===== src/verilog/audio_pkg.sv =====
package audio_pkg;

    localparam int NCHAN       = 4;                 // audio channels
    localparam int CHAN_W      = 2;                 // channel index bits
    localparam int WORD_W      = 16;                // sample word / param data bits
    localparam int ADDR_W      = 16;                // DMA address bits
    localparam int SAMPLE_W    = 8;                 // signed sample bits
    localparam int VOL_W       = 7;                 // unsigned volume bits
    localparam int PERIOD_W    = 15;                // period reload bits (counter has +1 underflow bit)
    localparam int DAC_W       = 8;                 // DAC value bits
    localparam int MIX_SHIFT   = 6;                 // accumulator bits dropped before clamp
    localparam int ACC_W       = 16;                // mixer accumulator bits

    // register address is {chan, slot}
    localparam int REG_ADDR_W  = CHAN_W + 1;
    // param memory address is {work, chan, slot}
    localparam int PMEM_ADDR_W = CHAN_W + 2;

    // slot meaning depends on work bit: START/LENGTH when clear, PTRCNT/LENCNT when set
    typedef enum logic {
        SLOT_START_PTR  = 1'b0,
        SLOT_LENGTH_CNT = 1'b1
    } param_slot_e;

    typedef enum logic [2:0] {
        FS_CHECK,                                   // look for an empty channel
        FS_RD_PTR,                                  // queue PTRCNT read
        FS_DEC_LEN,                                 // LENCNT ready, write back decremented
        FS_RELOAD,                                  // queue START read
        FS_SET_LEN,                                 // LENGTH ready, copy into LENCNT
        FS_REQ,                                     // pointer ready, raise DMA request
        FS_WAIT_ACK                                 // hold request until acknowledge
    } fetch_state_e;

endpackage


===== src/verilog/audio_param_mem.sv =====
`timescale 1ns/100ps

module audio_param_mem (
    input  wire logic                               clk,
    input  wire logic [audio_pkg::PMEM_ADDR_W-1:0]  rd_addr_i,
    output      logic [audio_pkg::WORD_W-1:0]       rd_data_o,
    input  wire logic                               wr_en_i,
    input  wire logic [audio_pkg::PMEM_ADDR_W-1:0]  wr_addr_i,
    input  wire logic [audio_pkg::WORD_W-1:0]       wr_data_i
);
    import audio_pkg::*;

    logic [WORD_W-1:0]  mem [2**PMEM_ADDR_W];           // START/LENGTH and PTRCNT/LENCNT per channel

    always_ff @(posedge clk) begin
        if (wr_en_i) begin
            mem[wr_addr_i] <= wr_data_i;
        end
        rd_data_o <= mem[rd_addr_i];                    // one cycle read latency, block RAM style
    end

endmodule


===== src/verilog/sample_fetch.sv =====
`timescale 1ns/100ps

module sample_fetch (
    input  wire logic                               clk,
    input  wire logic                               reset_i,
    input  wire logic                               enable_i,
    input  wire logic                               reg_wr_i,
    input  wire logic [audio_pkg::REG_ADDR_W-1:0]   reg_addr_i,
    input  wire logic [audio_pkg::WORD_W-1:0]       reg_data_i,
    input  wire logic [audio_pkg::NCHAN-1:0]        word_empty_i,
    input  wire logic [audio_pkg::NCHAN-1:0]        restart_pend_i,
    output      logic [audio_pkg::PMEM_ADDR_W-1:0]  mem_rd_addr_o,
    input  wire logic [audio_pkg::WORD_W-1:0]       mem_rd_data_i,
    output      logic                               mem_wr_en_o,
    output      logic [audio_pkg::PMEM_ADDR_W-1:0]  mem_wr_addr_o,
    output      logic [audio_pkg::WORD_W-1:0]       mem_wr_data_o,
    output      logic                               dma_req_o,
    output      logic [audio_pkg::ADDR_W-1:0]       dma_addr_o,
    input  wire logic                               dma_ack_i,
    input  wire logic [audio_pkg::WORD_W-1:0]       dma_word_i,
    output      logic [audio_pkg::NCHAN-1:0]        word_load_o,
    output      logic [audio_pkg::WORD_W-1:0]       word_data_o
);
    import audio_pkg::*;

    fetch_state_e               state;                  // fetch FSM state
    logic [CHAN_W-1:0]          fetch_chan;             // channel being fetched
    logic                       fetch_reload;           // this fetch came from START
    logic                       found;                  // some buffer is empty
    logic [CHAN_W-1:0]          found_chan;             // lowest empty channel
    logic                       fetch_wr;               // FSM write strobe (registered)
    logic [PMEM_ADDR_W-1:0]     fetch_wr_addr;
    logic [WORD_W-1:0]          fetch_wr_data;
    logic                       reg_pend;               // held register write
    logic [REG_ADDR_W-1:0]      reg_pend_addr;
    logic [WORD_W-1:0]          reg_pend_data;

    function automatic logic [PMEM_ADDR_W-1:0] pmem_addr(input logic work,
            input logic [CHAN_W-1:0] chan, input param_slot_e slot);
        return {work, chan, slot};
    endfunction

    // lowest index wins
    always_comb begin
        found      = 1'b0;
        found_chan = '0;
        for (int i = NCHAN - 1; i >= 0; i--) begin
            if (word_empty_i[i]) begin
                found      = 1'b1;
                found_chan = CHAN_W'(i);
            end
        end
    end

    always_ff @(posedge clk) begin
        if (reset_i) begin
            state         <= FS_CHECK;
            fetch_chan    <= '0;
            fetch_reload  <= 1'b0;
            fetch_wr      <= 1'b0;
            dma_req_o     <= 1'b0;
            mem_rd_addr_o <= '0;
        end else begin
            fetch_wr <= 1'b0;                                       // single cycle strobe
            case (state)
                FS_CHECK: begin
                    dma_req_o <= 1'b0;
                    if (found) begin
                        fetch_chan    <= found_chan;
                        mem_rd_addr_o <= pmem_addr(1'b1, found_chan, SLOT_LENGTH_CNT);
                        state         <= FS_RD_PTR;
                    end
                end
                FS_RD_PTR: begin
                    mem_rd_addr_o <= pmem_addr(1'b1, fetch_chan, SLOT_START_PTR);
                    state         <= FS_DEC_LEN;
                end
                FS_DEC_LEN: begin                                   // LENCNT on read port
                    fetch_wr      <= 1'b1;
                    fetch_wr_addr <= pmem_addr(1'b1, fetch_chan, SLOT_LENGTH_CNT);
                    fetch_wr_data <= mem_rd_data_i - 1'b1;
                    // zero count or restart, go back to START
                    if (mem_rd_data_i == '0 || restart_pend_i[fetch_chan]) begin
                        fetch_reload  <= 1'b1;
                        mem_rd_addr_o <= pmem_addr(1'b0, fetch_chan, SLOT_LENGTH_CNT);
                        state         <= FS_RELOAD;
                    end else begin
                        fetch_reload  <= 1'b0;
                        state         <= FS_REQ;                    // PTRCNT arrives next cycle
                    end
                end
                FS_RELOAD: begin                                    // PTRCNT data ignored
                    mem_rd_addr_o <= pmem_addr(1'b0, fetch_chan, SLOT_START_PTR);
                    state         <= FS_SET_LEN;
                end
                FS_SET_LEN: begin                                   // LENGTH on read port
                    fetch_wr      <= 1'b1;
                    fetch_wr_addr <= pmem_addr(1'b1, fetch_chan, SLOT_LENGTH_CNT);
                    fetch_wr_data <= mem_rd_data_i;
                    state         <= FS_REQ;
                end
                FS_REQ: begin                                       // PTRCNT or START ready
                    fetch_wr      <= 1'b1;
                    fetch_wr_addr <= pmem_addr(1'b1, fetch_chan, SLOT_START_PTR);
                    fetch_wr_data <= mem_rd_data_i + 1'b1;          // advance pointer
                    dma_req_o     <= 1'b1;
                    dma_addr_o    <= mem_rd_data_i;                 // held until ack
                    state         <= FS_WAIT_ACK;
                end
                FS_WAIT_ACK: begin
                    if (dma_ack_i) begin
                        dma_req_o <= 1'b0;
                        state     <= FS_CHECK;
                    end
                end
                default: state <= FS_CHECK;
            endcase

            if (!enable_i) begin
                state <= FS_CHECK;                                  // park while disabled
            end
        end
    end

    // a restart that arrives mid-fetch drops the stale word, channel stays empty
    always_comb begin
        word_load_o = '0;
        if (state == FS_WAIT_ACK && dma_ack_i &&
                !(restart_pend_i[fetch_chan] && !fetch_reload)) begin
            word_load_o[fetch_chan] = 1'b1;
        end
    end

    assign word_data_o = dma_word_i;

    // register writes queue behind FSM writes
    always_ff @(posedge clk) begin
        if (reset_i) begin
            reg_pend <= 1'b0;
        end else if (reg_wr_i) begin
            reg_pend <= 1'b1;
        end else if (!fetch_wr) begin
            reg_pend <= 1'b0;                                       // landed this cycle
        end
    end

    always_ff @(posedge clk) begin
        if (reg_wr_i) begin
            reg_pend_addr <= reg_addr_i;
            reg_pend_data <= reg_data_i;
        end
    end

    always_comb begin
        mem_wr_en_o   = fetch_wr | reg_pend;
        mem_wr_addr_o = fetch_wr ? fetch_wr_addr : {1'b0, reg_pend_addr};  // regs hit work=0
        mem_wr_data_o = fetch_wr ? fetch_wr_data : reg_pend_data;
    end

endmodule


===== src/verilog/audio_channel.sv =====
`timescale 1ns/100ps

module audio_channel (
    input  wire logic                           clk,
    input  wire logic                           reset_i,
    input  wire logic                           enable_i,
    input  wire logic                           restart_i,
    input  wire logic [audio_pkg::PERIOD_W-1:0] period_i,
    input  wire logic                           word_load_i,
    input  wire logic [audio_pkg::WORD_W-1:0]   word_data_i,
    output      logic                           word_empty_o,
    output      logic                           restart_pend_o,
    output      logic [audio_pkg::SAMPLE_W-1:0] sample_o
);
    import audio_pkg::*;

    logic [WORD_W-1:0]      word_q;                     // buffered sample word
    logic                   word_valid;                 // buffer holds unplayed bytes
    logic                   odd_byte;                   // low byte next
    logic [PERIOD_W:0]      period_cnt;                 // top bit = underflow
    logic                   underflow;

    assign underflow    = period_cnt[PERIOD_W];
    assign word_empty_o = ~word_valid;

    always_ff @(posedge clk) begin
        if (reset_i) begin
            word_valid     <= 1'b0;
            odd_byte       <= 1'b0;
            period_cnt     <= '1;                       // start underflowed
            restart_pend_o <= 1'b1;                     // first fetch loads START
            sample_o       <= '0;
        end else begin
            if (!underflow) begin
                period_cnt <= period_cnt - 1'b1;        // sticks once underflowed
            end
            if (underflow && word_valid) begin
                odd_byte   <= ~odd_byte;
                period_cnt <= {1'b0, period_i};
                sample_o   <= odd_byte ? word_q[SAMPLE_W-1:0] : word_q[WORD_W-1 -: SAMPLE_W];
                if (odd_byte) begin
                    word_valid <= 1'b0;                 // both bytes played
                end
            end
            if (word_load_i) begin
                word_valid     <= 1'b1;
                restart_pend_o <= 1'b0;
            end
            // restart / disable wins over load
            if (!enable_i || restart_i) begin
                restart_pend_o <= 1'b1;
                word_valid     <= 1'b0;
                odd_byte       <= 1'b0;                 // high byte first again
                period_cnt     <= '1;                   // force underflow
            end
        end
    end

    always_ff @(posedge clk) begin
        if (word_load_i) begin
            word_q <= word_data_i;
        end
    end

endmodule


===== src/verilog/audio_mixer.sv =====
`timescale 1ns/100ps

module audio_mixer (
    input  wire logic                                       clk,
    input  wire logic                                       reset_i,
    input  wire logic [audio_pkg::NCHAN*audio_pkg::SAMPLE_W-1:0] sample_i,
    input  wire logic [audio_pkg::NCHAN*audio_pkg::VOL_W-1:0]    vol_l_i,
    input  wire logic [audio_pkg::NCHAN*audio_pkg::VOL_W-1:0]    vol_r_i,
    output      logic [audio_pkg::DAC_W-1:0]                dac_l_o,
    output      logic [audio_pkg::DAC_W-1:0]                dac_r_o
);
    import audio_pkg::*;

    logic [CHAN_W:0]                mix_idx;            // NCHAN = output slot
    logic [CHAN_W-1:0]              chan;
    logic signed [SAMPLE_W-1:0]     samp_q;             // operands for this step
    logic signed [SAMPLE_W-1:0]     vol_l_q;
    logic signed [SAMPLE_W-1:0]     vol_r_q;
    logic signed [ACC_W-1:0]        acc_l;
    logic signed [ACC_W-1:0]        acc_r;
    logic signed [ACC_W-1:0]        sum_l;              // acc plus current product
    logic signed [ACC_W-1:0]        sum_r;

    // shift, clamp to signed byte range, then offset binary
    function automatic logic [DAC_W-1:0] clamp_u(input logic signed [ACC_W-1:0] sum);
        logic signed [ACC_W-MIX_SHIFT-1:0] v;
        v = (ACC_W-MIX_SHIFT)'(sum >>> MIX_SHIFT);
        if (v < -(2**(DAC_W-1))) begin
            return '0;
        end else if (v > 2**(DAC_W-1) - 1) begin
            return '1;
        end
        return v[DAC_W-1:0] ^ {1'b1, {(DAC_W-1){1'b0}}};
    endfunction

    assign chan  = mix_idx[CHAN_W-1:0];
    assign sum_l = acc_l + samp_q * vol_l_q;            // volume is zero-extended so always positive
    assign sum_r = acc_r + samp_q * vol_r_q;

    always_ff @(posedge clk) begin
        if (reset_i) begin
            mix_idx <= '0;
            acc_l   <= '0;
            acc_r   <= '0;
            dac_l_o <= '0;
            dac_r_o <= '0;
        end else if (mix_idx == NCHAN) begin
            dac_l_o <= clamp_u(sum_l);                  // last product folded in here
            dac_r_o <= clamp_u(sum_r);
            acc_l   <= '0;
            acc_r   <= '0;
            mix_idx <= '0;
        end else begin
            if (mix_idx != 0) begin                     // slot 0 holds stale operands
                acc_l <= sum_l;
                acc_r <= sum_r;
            end
            mix_idx <= mix_idx + 1'b1;
        end
    end

    always_ff @(posedge clk) begin
        if (mix_idx != NCHAN) begin
            samp_q  <= sample_i[chan*SAMPLE_W +: SAMPLE_W];
            vol_l_q <= {1'b0, vol_l_i[chan*VOL_W +: VOL_W]};
            vol_r_q <= {1'b0, vol_r_i[chan*VOL_W +: VOL_W]};
        end
    end

endmodule


===== src/verilog/pdm_dac.sv =====
`timescale 1ns/100ps

module pdm_dac (
    input  wire logic                           clk,
    input  wire logic                           reset_i,
    input  wire logic [audio_pkg::DAC_W-1:0]    value_i,
    output      logic                           pulse_o
);
    import audio_pkg::*;

    logic [DAC_W-1:0]   acc;                    // sigma-delta error accumulator
    logic [DAC_W:0]     sum;                    // carry in top bit

    assign sum = {1'b0, acc} + {1'b0, value_i};

    always_ff @(posedge clk) begin
        if (reset_i) begin
            acc     <= '0;
            pulse_o <= 1'b0;
        end else begin
            acc     <= sum[DAC_W-1:0];
            pulse_o <= sum[DAC_W];
        end
    end

endmodule


===== src/verilog/audio_top.sv =====
`timescale 1ns/100ps

module audio_top (
    input  wire logic                                           clk,
    input  wire logic                                           reset_i,
    input  wire logic                                           audio_enable_i,
    input  wire logic                                           reg_wr_i,
    input  wire logic [audio_pkg::REG_ADDR_W-1:0]               reg_addr_i,
    input  wire logic [audio_pkg::WORD_W-1:0]                   reg_data_i,
    input  wire logic [audio_pkg::NCHAN*audio_pkg::VOL_W-1:0]   vol_l_i,
    input  wire logic [audio_pkg::NCHAN*audio_pkg::VOL_W-1:0]   vol_r_i,
    input  wire logic [audio_pkg::NCHAN*audio_pkg::PERIOD_W-1:0] period_i,
    input  wire logic [audio_pkg::NCHAN-1:0]                    restart_i,
    output      logic                                           dma_req_o,
    output      logic [audio_pkg::ADDR_W-1:0]                   dma_addr_o,
    input  wire logic                                           dma_ack_i,
    input  wire logic [audio_pkg::WORD_W-1:0]                   dma_word_i,
    output      logic                                           pdm_l_o,
    output      logic                                           pdm_r_o
);
    import audio_pkg::*;

    logic [PMEM_ADDR_W-1:0]     mem_rd_addr;
    logic [WORD_W-1:0]          mem_rd_data;
    logic                       mem_wr_en;
    logic [PMEM_ADDR_W-1:0]     mem_wr_addr;
    logic [WORD_W-1:0]          mem_wr_data;
    logic [NCHAN-1:0]           word_empty;     // per channel buffer empty
    logic [NCHAN-1:0]           restart_pend;
    logic [NCHAN-1:0]           word_load;      // one-hot
    logic [WORD_W-1:0]          word_data;
    logic [NCHAN*SAMPLE_W-1:0]  sample;         // channel i in slice i
    logic [DAC_W-1:0]           dac_l;
    logic [DAC_W-1:0]           dac_r;

    audio_param_mem i_param_mem (
        .clk       (clk),
        .rd_addr_i (mem_rd_addr),
        .rd_data_o (mem_rd_data),
        .wr_en_i   (mem_wr_en),
        .wr_addr_i (mem_wr_addr),
        .wr_data_i (mem_wr_data)
    );

    sample_fetch i_fetch (
        .clk            (clk),
        .reset_i        (reset_i),
        .enable_i       (audio_enable_i),
        .reg_wr_i       (reg_wr_i),
        .reg_addr_i     (reg_addr_i),
        .reg_data_i     (reg_data_i),
        .word_empty_i   (word_empty),
        .restart_pend_i (restart_pend),
        .mem_rd_addr_o  (mem_rd_addr),
        .mem_rd_data_i  (mem_rd_data),
        .mem_wr_en_o    (mem_wr_en),
        .mem_wr_addr_o  (mem_wr_addr),
        .mem_wr_data_o  (mem_wr_data),
        .dma_req_o      (dma_req_o),
        .dma_addr_o     (dma_addr_o),
        .dma_ack_i      (dma_ack_i),
        .dma_word_i     (dma_word_i),
        .word_load_o    (word_load),
        .word_data_o    (word_data)
    );

    for (genvar i = 0; i < NCHAN; i++) begin : g_chan
        audio_channel i_chan (
            .clk            (clk),
            .reset_i        (reset_i),
            .enable_i       (audio_enable_i),
            .restart_i      (restart_i[i]),
            .period_i       (period_i[i*PERIOD_W +: PERIOD_W]),
            .word_load_i    (word_load[i]),
            .word_data_i    (word_data),
            .word_empty_o   (word_empty[i]),
            .restart_pend_o (restart_pend[i]),
            .sample_o       (sample[i*SAMPLE_W +: SAMPLE_W])
        );
    end

    audio_mixer i_mixer (
        .clk      (clk),
        .reset_i  (reset_i),
        .sample_i (sample),
        .vol_l_i  (vol_l_i),
        .vol_r_i  (vol_r_i),
        .dac_l_o  (dac_l),
        .dac_r_o  (dac_r)
    );

    pdm_dac i_dac_l (
        .clk     (clk),
        .reset_i (reset_i),
        .value_i (dac_l),
        .pulse_o (pdm_l_o)
    );

    pdm_dac i_dac_r (
        .clk     (clk),
        .reset_i (reset_i),
        .value_i (dac_r),
        .pulse_o (pdm_r_o)
    );

endmodule


===== config.mk =====
export PLATFORM = sky130hd
export DESIGN_NAME = audio_top
export DESIGN_NICKNAME = d
export VERILOG_FILES = /design/src/verilog/audio_pkg.sv /design/src/verilog/audio_param_mem.sv /design/src/verilog/sample_fetch.sv /design/src/verilog/audio_channel.sv /design/src/verilog/audio_mixer.sv /design/src/verilog/pdm_dac.sv /design/src/verilog/audio_top.sv
export SDC_FILE = /design/constraint.sdc
export NUM_CORES = 1
export LEC_CHECK = 0
export BUFFER_PORTS_ARGS = -buffer_cell sky130_fd_sc_hd__buf_2
export CAP_MARGIN = 10
export CELL_PAD_IN_SITES_DETAIL_PLACEMENT = 0
export CELL_PAD_IN_SITES_GLOBAL_PLACEMENT = 2
export CORE_ASPECT_RATIO = 1.1
export CORE_MARGIN = 4
export CORE_UTILIZATION = 39
export CTS_CLUSTER_SIZE = 24
export DETAILED_ROUTE_END_ITERATION = 7
export GPL_TIMING_DRIVEN = 0
export HOLD_SLACK_MARGIN = 0.06
export PLACE_DENSITY = 0.8
export SLEW_MARGIN = 30
export SYNTH_ARGS = -nofsm -noshare
export SYNTH_HDL_FRONTEND = slang
export SYNTH_SLANG_ARGS = --single-unit

===== constraint.sdc =====
create_clock -name clk -period 4.8 [get_ports clk]
set_clock_uncertainty 0.1 [all_clocks]
set_input_delay 0.96 -clock clk [delete_from_list [all_inputs] [get_ports clk]]
set_output_delay 0.96 -clock clk [all_outputs]
set_load 0.02 [all_outputs]

After elaboration in Yosys (flattened, before gate mapping)

Memory sizes are Yosys's and may differ from the RTL's. A register that Yosys moved wholly into a read port is not among the register bits.
Cells that the tools add are included.

Register bits: 331
RAM bits: 256
Output and inout bits: 19
Logic and storage cells: 221
Memories: 1

Memory list:

| memory          | depth | width | rd ports | clocked after memory_dff | wr ports | line                  | source |
|---|---|---|---|---|---|---|---|
| i_param_mem.mem | 16    | 16    | 1        | 1                        | 1        | audio_param_mem.sv:13 | `logic [WORD_W-1:0] mem [2**PMEM_ADDR_W];` |

Add/subtract/negate cells: 11
$mul: 3
Magnitude comparators: 6
Equal/unequal tests: 16
Shifts and indexed selects: 3
Mux-type cells: 70
Bitwise logic cells: 9
Reductions and logical operators: 50

Operators with widths:

| cell                                                                             | count |
|---|---|
| 16-bit two-way mux                                                               | 9 |
| 8-bit two-way mux                                                                | 10 |
| 16-bit by 1-bit subtractor with 16-bit output, second input constant             | 5 |
| 28-bit by 6-bit indexed part select with 7-bit output                            | 2 |
| 16-bit case mux with 3 select lines                                              | 1 |
| 1-bit two-way mux                                                                | 33 |
| 16-bit adder                                                                     | 2 |
| 8-bit by 8-bit multiplier with 16-bit output                                     | 2 |
| 32-bit by 6-bit indexed part select with 8-bit output                            | 1 |
| 3-bit case mux with 7 select lines                                               | 1 |
| 10-bit by 8-bit greater-than comparator with 1-bit output, second input constant | 2 |
| 10-bit by 8-bit less-than comparator with 1-bit output, second input constant    | 2 |
| 2-bit AND reduction                                                              | 10 |
| 8-bit by 8-bit adder with 9-bit output                                           | 2 |
| 2-bit nonzero test                                                               | 9 |
| 16-bit by 1-bit adder with 16-bit output, second input constant                  | 1 |
| 16-bit logical NOT                                                               | 1 |
| 4-bit two-way mux                                                                | 4 |
| 4-bit case mux with 4 select lines                                               | 1 |
| 2-bit OR reduction                                                               | 7 |
| 3-bit == test, second input constant                                             | 4 |
| 2-bit inequality test, second input constant                                     | 6 |
| 3-bit two-way mux                                                                | 3 |
| 3-bit nonzero test                                                               | 3 |
| other kinds (22)                                                                 | 47 |

Depth between registers and ports, before layout

Gate-level depths: netlist of run 1.

Depth after elaboration: 8
Mapped depth: 19
Depth with buffers taken out: 18

Cells and area by module

Synthesis of run 1 repeated with hierarchy kept, for this count alone.

Cells, all modules: 2493
Area, all modules: 30842.1 um^2

Modules (own cells, without submodules):

| module          | instances | cells an instance | area an instance (um^2) | sequential area each (um^2) |
|---|---|---|---|---|
| audio_param_mem | 1         | 432               | 10042.1                 | 8007.7 |
| audio_mixer     | 1         | 933               | 8674.6                  | 1681.6 |
| audio_channel   | 4         | 170               | 1844.3                  | 1021.0 |
| sample_fetch    | 1         | 328               | 3639.7                  | 1881.8 |
| pdm_dac         | 2         | 60                | 554.3                   | 180.2 |

Worst setup path before layout of run 1

Ideal clock, no wire load.

Path kind: reg2reg
Start point: reg i_mixer.vol_r_q[0]
End point: reg i_mixer.dac_r_o[6] (netlist name)
Library setup time: 129 ps
Data arrival time: 4934 ps
Data required time: 4571 ps
Slack: -364 ps
Stages on the path, launching flop included: 18
Buffers on the path: 0
Cells stage by stage: edfxtp_1 > and2_1 > inv_1 > fa_1 > inv_1 > fa_1 > fa_1 > inv_1 > fa_1 > inv_1 > ha_1 > o21ai_0 > o21ai_0 > a41oi_1 > and4b_1 > or3_1 > nor3_2 > o2bb2ai_1

Cells in the longest elaborated chain, start to end: 8

RTL lines:

| element                                                   | line              | source |
|---|---|---|
| from (decl)                                               | audio_mixer.sv:18 | `logic signed [SAMPLE_W-1:0] vol_r_q;` |
| from (signal assigned)                                    | audio_mixer.sv:66 | `vol_r_q <= {1'b0, vol_r_i[chan*VOL_W +: VOL_W]};` |
| 8-bit by 8-bit multiplier with 16-bit output (*)          | audio_mixer.sv:38 | `assign sum_r = acc_r + samp_q * vol_r_q;` |
| 16-bit adder (*)                                          | audio_mixer.sv:38 |  |
| 10-bit by 8-bit greater-than comparator with 1-bit output | audio_mixer.sv:30 | `end else if (v > 2**(DAC_W-1) - 1) begin` |
| 1-bit two-way mux                                         | audio_mixer.sv:30 |  |
| 1-bit two-way mux                                         | audio_mixer.sv:28 | `if (v < -(2**(DAC_W-1))) begin` |
| 1-bit two-way mux                                         | audio_mixer.sv:47 | `end else if (mix_idx == NCHAN) begin` |
| 1-bit two-way mux                                         | audio_mixer.sv:41 | `if (reset_i) begin` |
| 8-bit two-way mux (*)                                     | audio_mixer.sv:33 | `return v[DAC_W-1:0] ^ {1'b1, {(DAC_W-1){1'b0}}};` |
| to (signal assigned)                                      | audio_mixer.sv:49 | `dac_r_o <= clamp_u(sum_r);` |
| to (decl)                                                 | audio_mixer.sv:10 | `output logic [audio_pkg::DAC_W-1:0] dac_r_o` |

Mark *: on every way between the ends. The rest lies on a longest branch, timed or not. The select of a mux whose other input is x is not followed.
A chain may end at the register's enable or synchronous reset.

Worst setup path in the final report of run 1

Start point: reg i_mixer.samp_q[7]
End point: reg i_mixer.dac_r_o[6] (netlist name)

Cells in the longest elaborated chain, start to end: 8

RTL lines:

| element                                                   | line              | source |
|---|---|---|
| from (decl)                                               | audio_mixer.sv:16 | `logic signed [SAMPLE_W-1:0] samp_q;` |
| from (signal assigned)                                    | audio_mixer.sv:64 | `samp_q <= sample_i[chan*SAMPLE_W +: SAMPLE_W];` |
| 8-bit by 8-bit multiplier with 16-bit output (*)          | audio_mixer.sv:38 |  |
| 16-bit adder (*)                                          | audio_mixer.sv:38 |  |
| 10-bit by 8-bit greater-than comparator with 1-bit output | audio_mixer.sv:30 |  |
| 1-bit two-way mux                                         | audio_mixer.sv:30 |  |
| 1-bit two-way mux                                         | audio_mixer.sv:28 |  |
| 1-bit two-way mux                                         | audio_mixer.sv:47 |  |
| 1-bit two-way mux                                         | audio_mixer.sv:41 |  |
| 8-bit two-way mux (*)                                     | audio_mixer.sv:33 |  |

Marks and branches as above.

==> results of run 1 <==
[cell type report]
class,count,share of cell area
clock inverter,41,0.01772
timing repair buffer,250,0.04332
antenna,6,0.0004090
inverter,279,0.02853
buffer,104,0.01404
multi-input combinational,1508,0.3768
sequential,602,0.4363
clock buffer,78,0.04761
tap,1035,0.03527
[registers in the layout (all words and copies together), names as in the netlist, 16 cells and up]
| signal | count |
|---|---|
| i_param_mem.mem | 256 |
| g_chan.i_chan.period_cnt | 64 |
| g_chan.i_chan.word_q | 64 |
| g_chan.i_chan.sample_o | 32 |
| i_fetch.dma_addr_o | 16 |
| i_fetch.fetch_wr_data | 16 |
| i_fetch.reg_pend_data | 16 |
| i_mixer.acc_l | 16 |
| i_mixer.acc_r | 16 |
| i_param_mem.rd_data_o | 16 |
[how the worst max path moves through the flow]
stage	startpoint	endpoint	slack (ns)	cells after the start
6_report	i_mixer.samp_q[7]	i_mixer.dac_r_o[6]	-0.28	18
3_3_place_gp	i_mixer.samp_q[7]	i_mixer.dac_r_o[5]	-0.99	16
3_5_place_dp	i_mixer.samp_q[7]	i_mixer.dac_r_o[1]	-1.10	16
2_1_floorplan	i_mixer.samp_q[7]	i_mixer.dac_r_o[6]	-0.002	16
5_1_grt	i_mixer.samp_q[7]	i_mixer.dac_r_o[0]	-0.45	19
4_1_cts	i_mixer.samp_q[7]	i_mixer.dac_r_o[6]	-0.29	20
[cell families (layout without fill, tap and decap cells)]
logic type,after synthesis,in the layout,synth area share
AOI/OAI and AO/OA,441,441,0.08965
xor gates and xnor gates,57,57,0.01681
adders and majority gates,233,233,0.1268
buffers and inverters,383,752,0.04714
DFF,602,602,0.5247
muxes,164,164,0.09695
other,0,6,0
and+or+nand+nor,613,613,0.09797
[synth_stat cells (10+ instances only)]
library cell  number
xor2_1            16
nand2b_1          16
o41ai_1           12
mux4_2           103
dfxtp_1          206
xnor2_1           40
o21ai_0          208
a21o_1            17
o211ai_1          12
nand3_1           10
a21oi_1           72
or3_1             17
nand2_1          210
inv_1            279
o2111ai_1         10
edfxtp_1         396
nor2b_1           27
ha_1             106
nor2_1           151
mux2i_1           38
nor3_1            49
clkbuf_1          86
buf_1             17
fa_1             127
and2_1            77
mux2_2            23
a211oi_1          44
[metrics by stage]
step / total power (µW) / setup WS [ns] / area, µm²
after floorplan: 6939 / -0.002242 / 30580
after global placement: 7437 / -0.9884 / 32770
after detailed placement: 7464 / -1.095 / 33000
after CTS: 13280 / -0.2925 / 36460
after global routing: 13780 / -0.4475 / 36710
final: 13210 / -0.2773 / 36710
[worst max-delay path, delay by kind of cell, from the launching register on]
family	cells	cell delay [ns]
adders and majority gates	5	2.30
and+or+nand+nor	5	1.04
buffers and inverters	5	0.56
AOI/OAI and AO/OA	3	0.53
DFF	1	0.41
[power by group]
part	total [µW]	internal, µW	switching [µW]
sequential	5850	5700	149
clock	5530	3310	2210
combinational	1830	807	1030
[what timing repair did]
item,CTS,global route
resized for setup,116,46
hold buffers,0,0
pin swaps,54,37
buffers inserted,46,12
gates cloned,3,0
setup endpoints to repair,32,26
[metal layers]
layer | vias to the layer above | GRT usage
li1 | 9532 | -
met1 | 10050 | 0.2427
met2 | 489 | 0.3436
met3 | 118 | 0.02705
met4 | 4 | 0.05442
met5 | - | 0
==> summary.txt, run 1 <==
Final layout
  • Area occupied by multi-input gates: 13830 µm²
  • Commonest non-fill, non-tap cell in the layout: edfxtp_1
  • Nets: ~3200
  • Most frequent cells in the layout: edfxtp_1 (396), inv_1 (264), dfxtp_1 (206)
  • Cell Count, Final, Fillers Out: between 3000 and 4000
  • Final core area utilization: 0.4736
  • Layout cells sized above 1: 0.2282
  • Area Growth Syn to Fin: 20.28%
  • # fillers: about 6800
  • Sequential cell area: between 15000 and 20000 µm²

Logic synthesis
  • Sequential area share after synthesis: 0.5247
  • Syn Area/Cell: 12.24 µm²
  • Synth Flop Type: edfxtp_1
  • Syn Nets: between 2000 and 3000
  • Yosys reg bits: 602
  • Area contributors post-synth: edfxtp_1 (39%), dfxtp_1 (14%), fa_1 (8.3%)
  • Synth area leader: edfxtp_1
  • Synth warn: 0
  • Cells after Synth: 2493
  • Async set-or-reset flop fraction in the synthesized netlist: 0
  • EDFF count, synth: 396
  • Synthesized cell area: between 30000 and 40000 µm²
  • Yosys top cell area share: 0.3896
  • Yosys cell types: 65

Worst setup path
  • Worst Path Arrival: 5.47 ns
  • Most used cell, CP: fa_1
  • Critical path required time: slightly above 5 ns
  • Startpoint Class: register
  • R2R Path End: i_mixer.dac_r_o[6]
  • CP endpoint kind: register
  • Slowest stage delay, CP: between 0.5 and 0.6 ns
  • R2R setup slack: -0.28 ns
  • Crit-path slowest cell: fa_1
  • Worst path cell trace: buf_12, clkbuf_16, and2_4, fa_1, fa_1, fa_1, inv_2, fa_1, inv_2, ha_4, a21oi_4, nand2_2, o31a_1, and4b_1, or3_4, nor3_4, buf_12, o2bb2ai_1
  • CP Class: register to register
  • R2R cell count: 18
  • Worst-path maximum fanout: 7
  • FF-to-FF Start: i_mixer.samp_q[7]

Timing
  • F_max: 197.0 MHz
  • Final worst path period share: 1.058
  • Final Max Tran Viols: 0
  • WHS: about 0.35 ns
  • Fin Setup TNS: -3.991 ns
  • Slew HR: 0.3837
  • RSZ-0062 raised after global routing: yes
  • Worst Max-Slew Pin Slew: 0.9245 ns
  • Post-layout min period: about 5.1 ns
  • # setup viols final: 20
  • Endpoints failing hold: 0
  • Final setup margin: -0.2773 ns

Clock tree
  • Clock tree sinks: 602
  • Root cell of the clock tree: clkbuf_16
  • H-tree Lvls: 3
  • Maximum root-to-sink buffer count: 3
  • Total CTS buffers: between 60 and 70
  • CTS tree: yes
  • Clock Pin Slew Worst Setup and Hold Paths: ~0.060 ns
  • Skew-Pair Late Insertion Delay: 0.61 ns

Route
  • DR vias/cell: ~5.2
  • Pre-Repair DR Iteration Count: 5
  • Remaining DRCs: 0
  • Met3 WL: about 3.9 mm
  • Met2 WL: between 40 and 50 mm
  • Post-route ant nets: 0
  • Via Count: approximately 20000
  • DR iter-0 viols: 1300
  • Highest Signal Layer: met5
  • WL final: roughly 80 mm
  • Drt wl/cell: approximately 20 µm
  • M1 WL: 32.59 mm

Floorplan
  • Chip Height: between 300 and 400 µm
  • Die Wd: 274.7 µm
  • Std-Cell Rows: 107
  • Full die area: approximately 83000 µm²
  • # IOs: 179
  • Initial cell density of the core: 0.3938
  • Core area: between 70000 and 80000 µm²

Global routing
  • Vias in the first global route: approximately 21000
  • Initial antenna violation count: 10
  • Grt total ovfl: 0
  • Gr usage total: 0.1920
  • Global-route wire length before repair: around 120 mm
  • Largest net degree at the start of global routing: 28

Worst hold path
  • Hold Path Sink: g_chan[2].i_chan.restart_pend_o
  • WHS Path Cells: 2
  • Hold Path Class: register to register
  • HP Start: g_chan[2].i_chan.restart_pend_o

Run status
  • Failing checks: negative setup slack
  • Outcome: finished with violations

Run
  • Maxcap violations: 0

Placement
  • DP Wirelength: ~57 mm
  • Gpl congestion: around 0.82
  • DP Cell Count: 3720
  • PortBufs: 177

Pwr
  • Peak VDD IR: 0.0002392 V
  • Static leakage: ~0.014 µW
  • Power density over the cells: about 360 nW/µm²
Note: power is estimated with default switching activity, not from simulation.
==> run 2, diff against run 1 <==
Settings changed: SYNTH_HIERARCHICAL set to 1.
==> summary.txt, run 2 <==
Worst setup path
  • R2R setup slack: -0.48 ns
  • Worst-path maximum fanout: 6
  • Startpoint Class: register
  • CP endpoint kind: register
  • R2R cell count: 18
  • Most used cell, CP: fa_1
  • Worst path cell trace: clkbuf_8, buf_12, nand2_4, fa_1, fa_1, inv_2, fa_1, inv_2, fa_1, inv_2, ha_4, or3_4, o31a_1, o211a_1, o21ai_2, a22oi_2, or2b_4, o221a_2
  • Crit path from: i_mixer/samp_q[4]
  • R2R Path End: i_mixer/dac_l_o[0]
  • Worst Path Arrival: between 5 and 6 ns
  • Critical path required time: ~5.2 ns
  • Crit-path slowest cell: fa_1
  • CP Class: register to register
  • Slowest stage delay, CP: 0.56 ns
  • FF-to-FF Start: i_mixer/samp_q[4]

Global routing
  • Gr usage total: 0.1943
  • Initial antenna violation count: 5
  • Grt total ovfl: 0
  • Global-route wire length before repair: 126.2 mm
  • Vias in the first global route: roughly 22000
  • Largest net degree at the start of global routing: 23

Floorplan
  • Die Wd: around 280 µm
  • Full die area: around 84000 µm²
  • Core area: 77920 µm²
  • Chip Height: between 300 and 400 µm
  • Initial cell density of the core: 0.3958
  • # IOs: 179
  • Std-Cell Rows: 107

Final layout
  • Layout cells sized above 1: 0.2508
  • Commonest non-fill, non-tap cell in the layout: edfxtp_1
  • Cell Count, Final, Fillers Out: 3900
  • Max reg flops: around 260
  • # fillers: between 7000 and 8000
  • Most frequent cells in the layout: edfxtp_1 (396), inv_1 (238), dfxtp_1 (206)
  • Largest regs: i_param_mem/mem (256), g_chan.i_chan/period_cnt (64), g_chan.i_chan/word_q (64)
  • Nets: 3205
  • Area occupied by multi-input gates: roughly 14000 µm²
  • Reg with most FFs: i_param_mem/mem
  • Area Growth Syn to Fin: 19.83%
  • Sequential cell area: around 16000 µm²

Route
  • Via Count: approximately 21000
  • WL final: about 82 mm
  • Drt wl/cell: roughly 21 µm
  • Pre-Repair DR Iteration Count: 5
  • DR vias/cell: about 5.3
  • Remaining DRCs: 0
  • DR iter-0 viols: about 1400
  • Post-route ant nets: 0

Worst hold path
  • Hold Path Class: register to register
  • HP Start: g_chan[1].i_chan/restart_pend_o
  • Hold Path Sink: g_chan[1].i_chan/restart_pend_o
  • WHS Path Cells: 2

Logic synthesis
  • Syn Nets: a little under 3000
  • Area contributors post-synth: edfxtp_1 (39%), dfxtp_1 (13%), fa_1 (8.2%)
  • Yosys top cell area share: 0.3856
  • Most common cell in the netlist: edfxtp_1
  • Cells after Synth: 2493
  • Yosys reg bits: 602
  • Synthesized cell area: about 31000 µm²
  • Most frequent cells after synthesis: edfxtp_1 (396), inv_1 (256), dfxtp_1 (206)
  • Syn Area/Cell: 12.37 µm²
  • Synth warn: 6
  • Async set-or-reset flop fraction in the synthesized netlist: 0
  • EDFF count, synth: 396
  • Synth area leader: edfxtp_1
  • Yosys cell types: 79
  • Synth Flop Type: edfxtp_1
  • Sequential area share after synthesis: 0.5193

Placement
  • DP Cell Count: roughly 3700
  • PortBufs: roughly 160
  • DP Worst Slack: -0.8656 ns
  • DP Wirelength: approximately 59 mm
  • Gpl congestion: ~0.8

Pwr
  • Pint: ~9500 µW
  • Peak VDD IR: 0.0002109 V
  • Clock power frac: 0.396
  • Power density over the cells: roughly 350 nW/µm²
  • Static leakage: roughly 0.014 µW
  • Logic gate share of total power: 0.155
  • Flop pwr share: 0.449
  • Switching Share: 0.2680
  • P_sw: 3496 µW

Clock tree
  • Root cell of the clock tree: clkbuf_16
  • Maximum root-to-sink buffer count: 3
  • Total CTS buffers: 67
  • Clock Pin Slew Worst Setup and Hold Paths: 0.06 ns
  • Clock tree sinks: approximately 600
  • CTS tree: yes
  • Post-CTS Hold Buffers: 0
  • Skew-Pair Late Insertion Delay: 0.63 ns
  • H-tree Lvls: 3

Timing
  • Worst Max-Slew Pin Slew: 0.9821 ns
  • Slew HR: 0.3453
  • Post-layout min period: between 5 and 6 ns
  • Final worst path period share: 1.099
  • Final Max Tran Viols: 0
  • # setup viols final: 22
  • RSZ-0062 raised after global routing: yes
  • Final setup margin: -0.4774 ns
  • Endpoints failing hold: 0
  • F_max: 189.5 MHz

Run status
  • Outcome: finished with violations
  • Failing checks: negative setup slack

Run
  • Maxcap violations: 0
-- run 2: logic make-up after synthesis --
kind of cell    count (synthesis)  share of synthesized area
compound gates                388                    0.08608
flops                         602                     0.5193
simple gates                  675                     0.1094
mux                           177                    0.09631
buf+inv                       370                    0.04961
fa+ha+maj                     235                     0.1262
xor+xnor                       46                    0.01306
-- run 2: final cells by class --
type | instances | area share
plain buffers | 111 | 0.01669
flip-flops and latches | 602 | 0.4334
diodes | 2 | 0.0001354
multi-input cells | 1521 | 0.3824
inverters | 256 | 0.02600
clock buffers | 89 | 0.04923
well taps | 1035 | 0.03504
clock inverters | 33 | 0.01134
repair buffers | 251 | 0.04577
-- run 2: repair_timing --
item                                    4_1_cts  5_1_grt
pin swaps                                    60       73
gates cloned                                  1        0
endpoints found under the setup margin       30       29
buffers inserted                             56       20
gates resized for setup                     101       80
-- run 2: power by group through the flow --
stage / clock, µW / combinational, µW / sequential (µW)
after global placement: 0 / 1570 / 5970
after floorplan: 0 / 1130 / 5890
after global routing: 5510 / 2240 / 5860
after CTS: 5290 / 1880 / 5850
after detailed placement: 0 / 1610 / 5970
final: 5170 / 2030 / 5850
-- run 2: layer usage --
metal  vias to the layer above  GRT usage  wire [µm]
met5                         -          0         14
met4                         4    0.06597       2195
met3                       116    0.02801       3672
met2                       490     0.3473      41670
met1                     10480     0.2433      34160
li1                       9599          -          -
-- run 2: metrics by stage --
step	util	hold slack, ns	instance area (µm²)	power, µW	TNS (ns)
6_report	0.4743	0.3540	36960	13040	-8.028
5_1_grt	0.4743	0.3718	36950	13610	-11.49
4_1_cts	0.4675	0.3546	36430	13020	-6.914
3_5_place_dp	0.4281	0.3499	33360	7582	-15.02
3_3_place_gp	0.4240	0.3377	33040	7536	-32.24
2_1_floorplan	-	0.3269	30930	7014	0
-- run 2: worst max path at each step --
stage,end,slack [ns],cells past startpoint
2_1_floorplan,i_mixer/dac_r_o[0],0.005,17
3_3_place_gp,i_mixer/dac_r_o[3],-0.83,19
3_5_place_dp,i_mixer/dac_r_o[0],-0.87,19
4_1_cts,i_mixer/dac_l_o[5],-0.41,19
5_1_grt,i_mixer/dac_r_o[3],-0.61,21
6_report,i_mixer/dac_l_o[0],-0.48,18
-- run 2: worst max-delay path, delay by kind of cell (launching register included) --
family                     cells  cell delay (ns)
buffers and inverters          5             0.45
AOI/OAI and AO/OA              5             1.13
and+or+nand+nor                3             0.66
adders and majority gates      5             2.28
DFF                            1             0.52
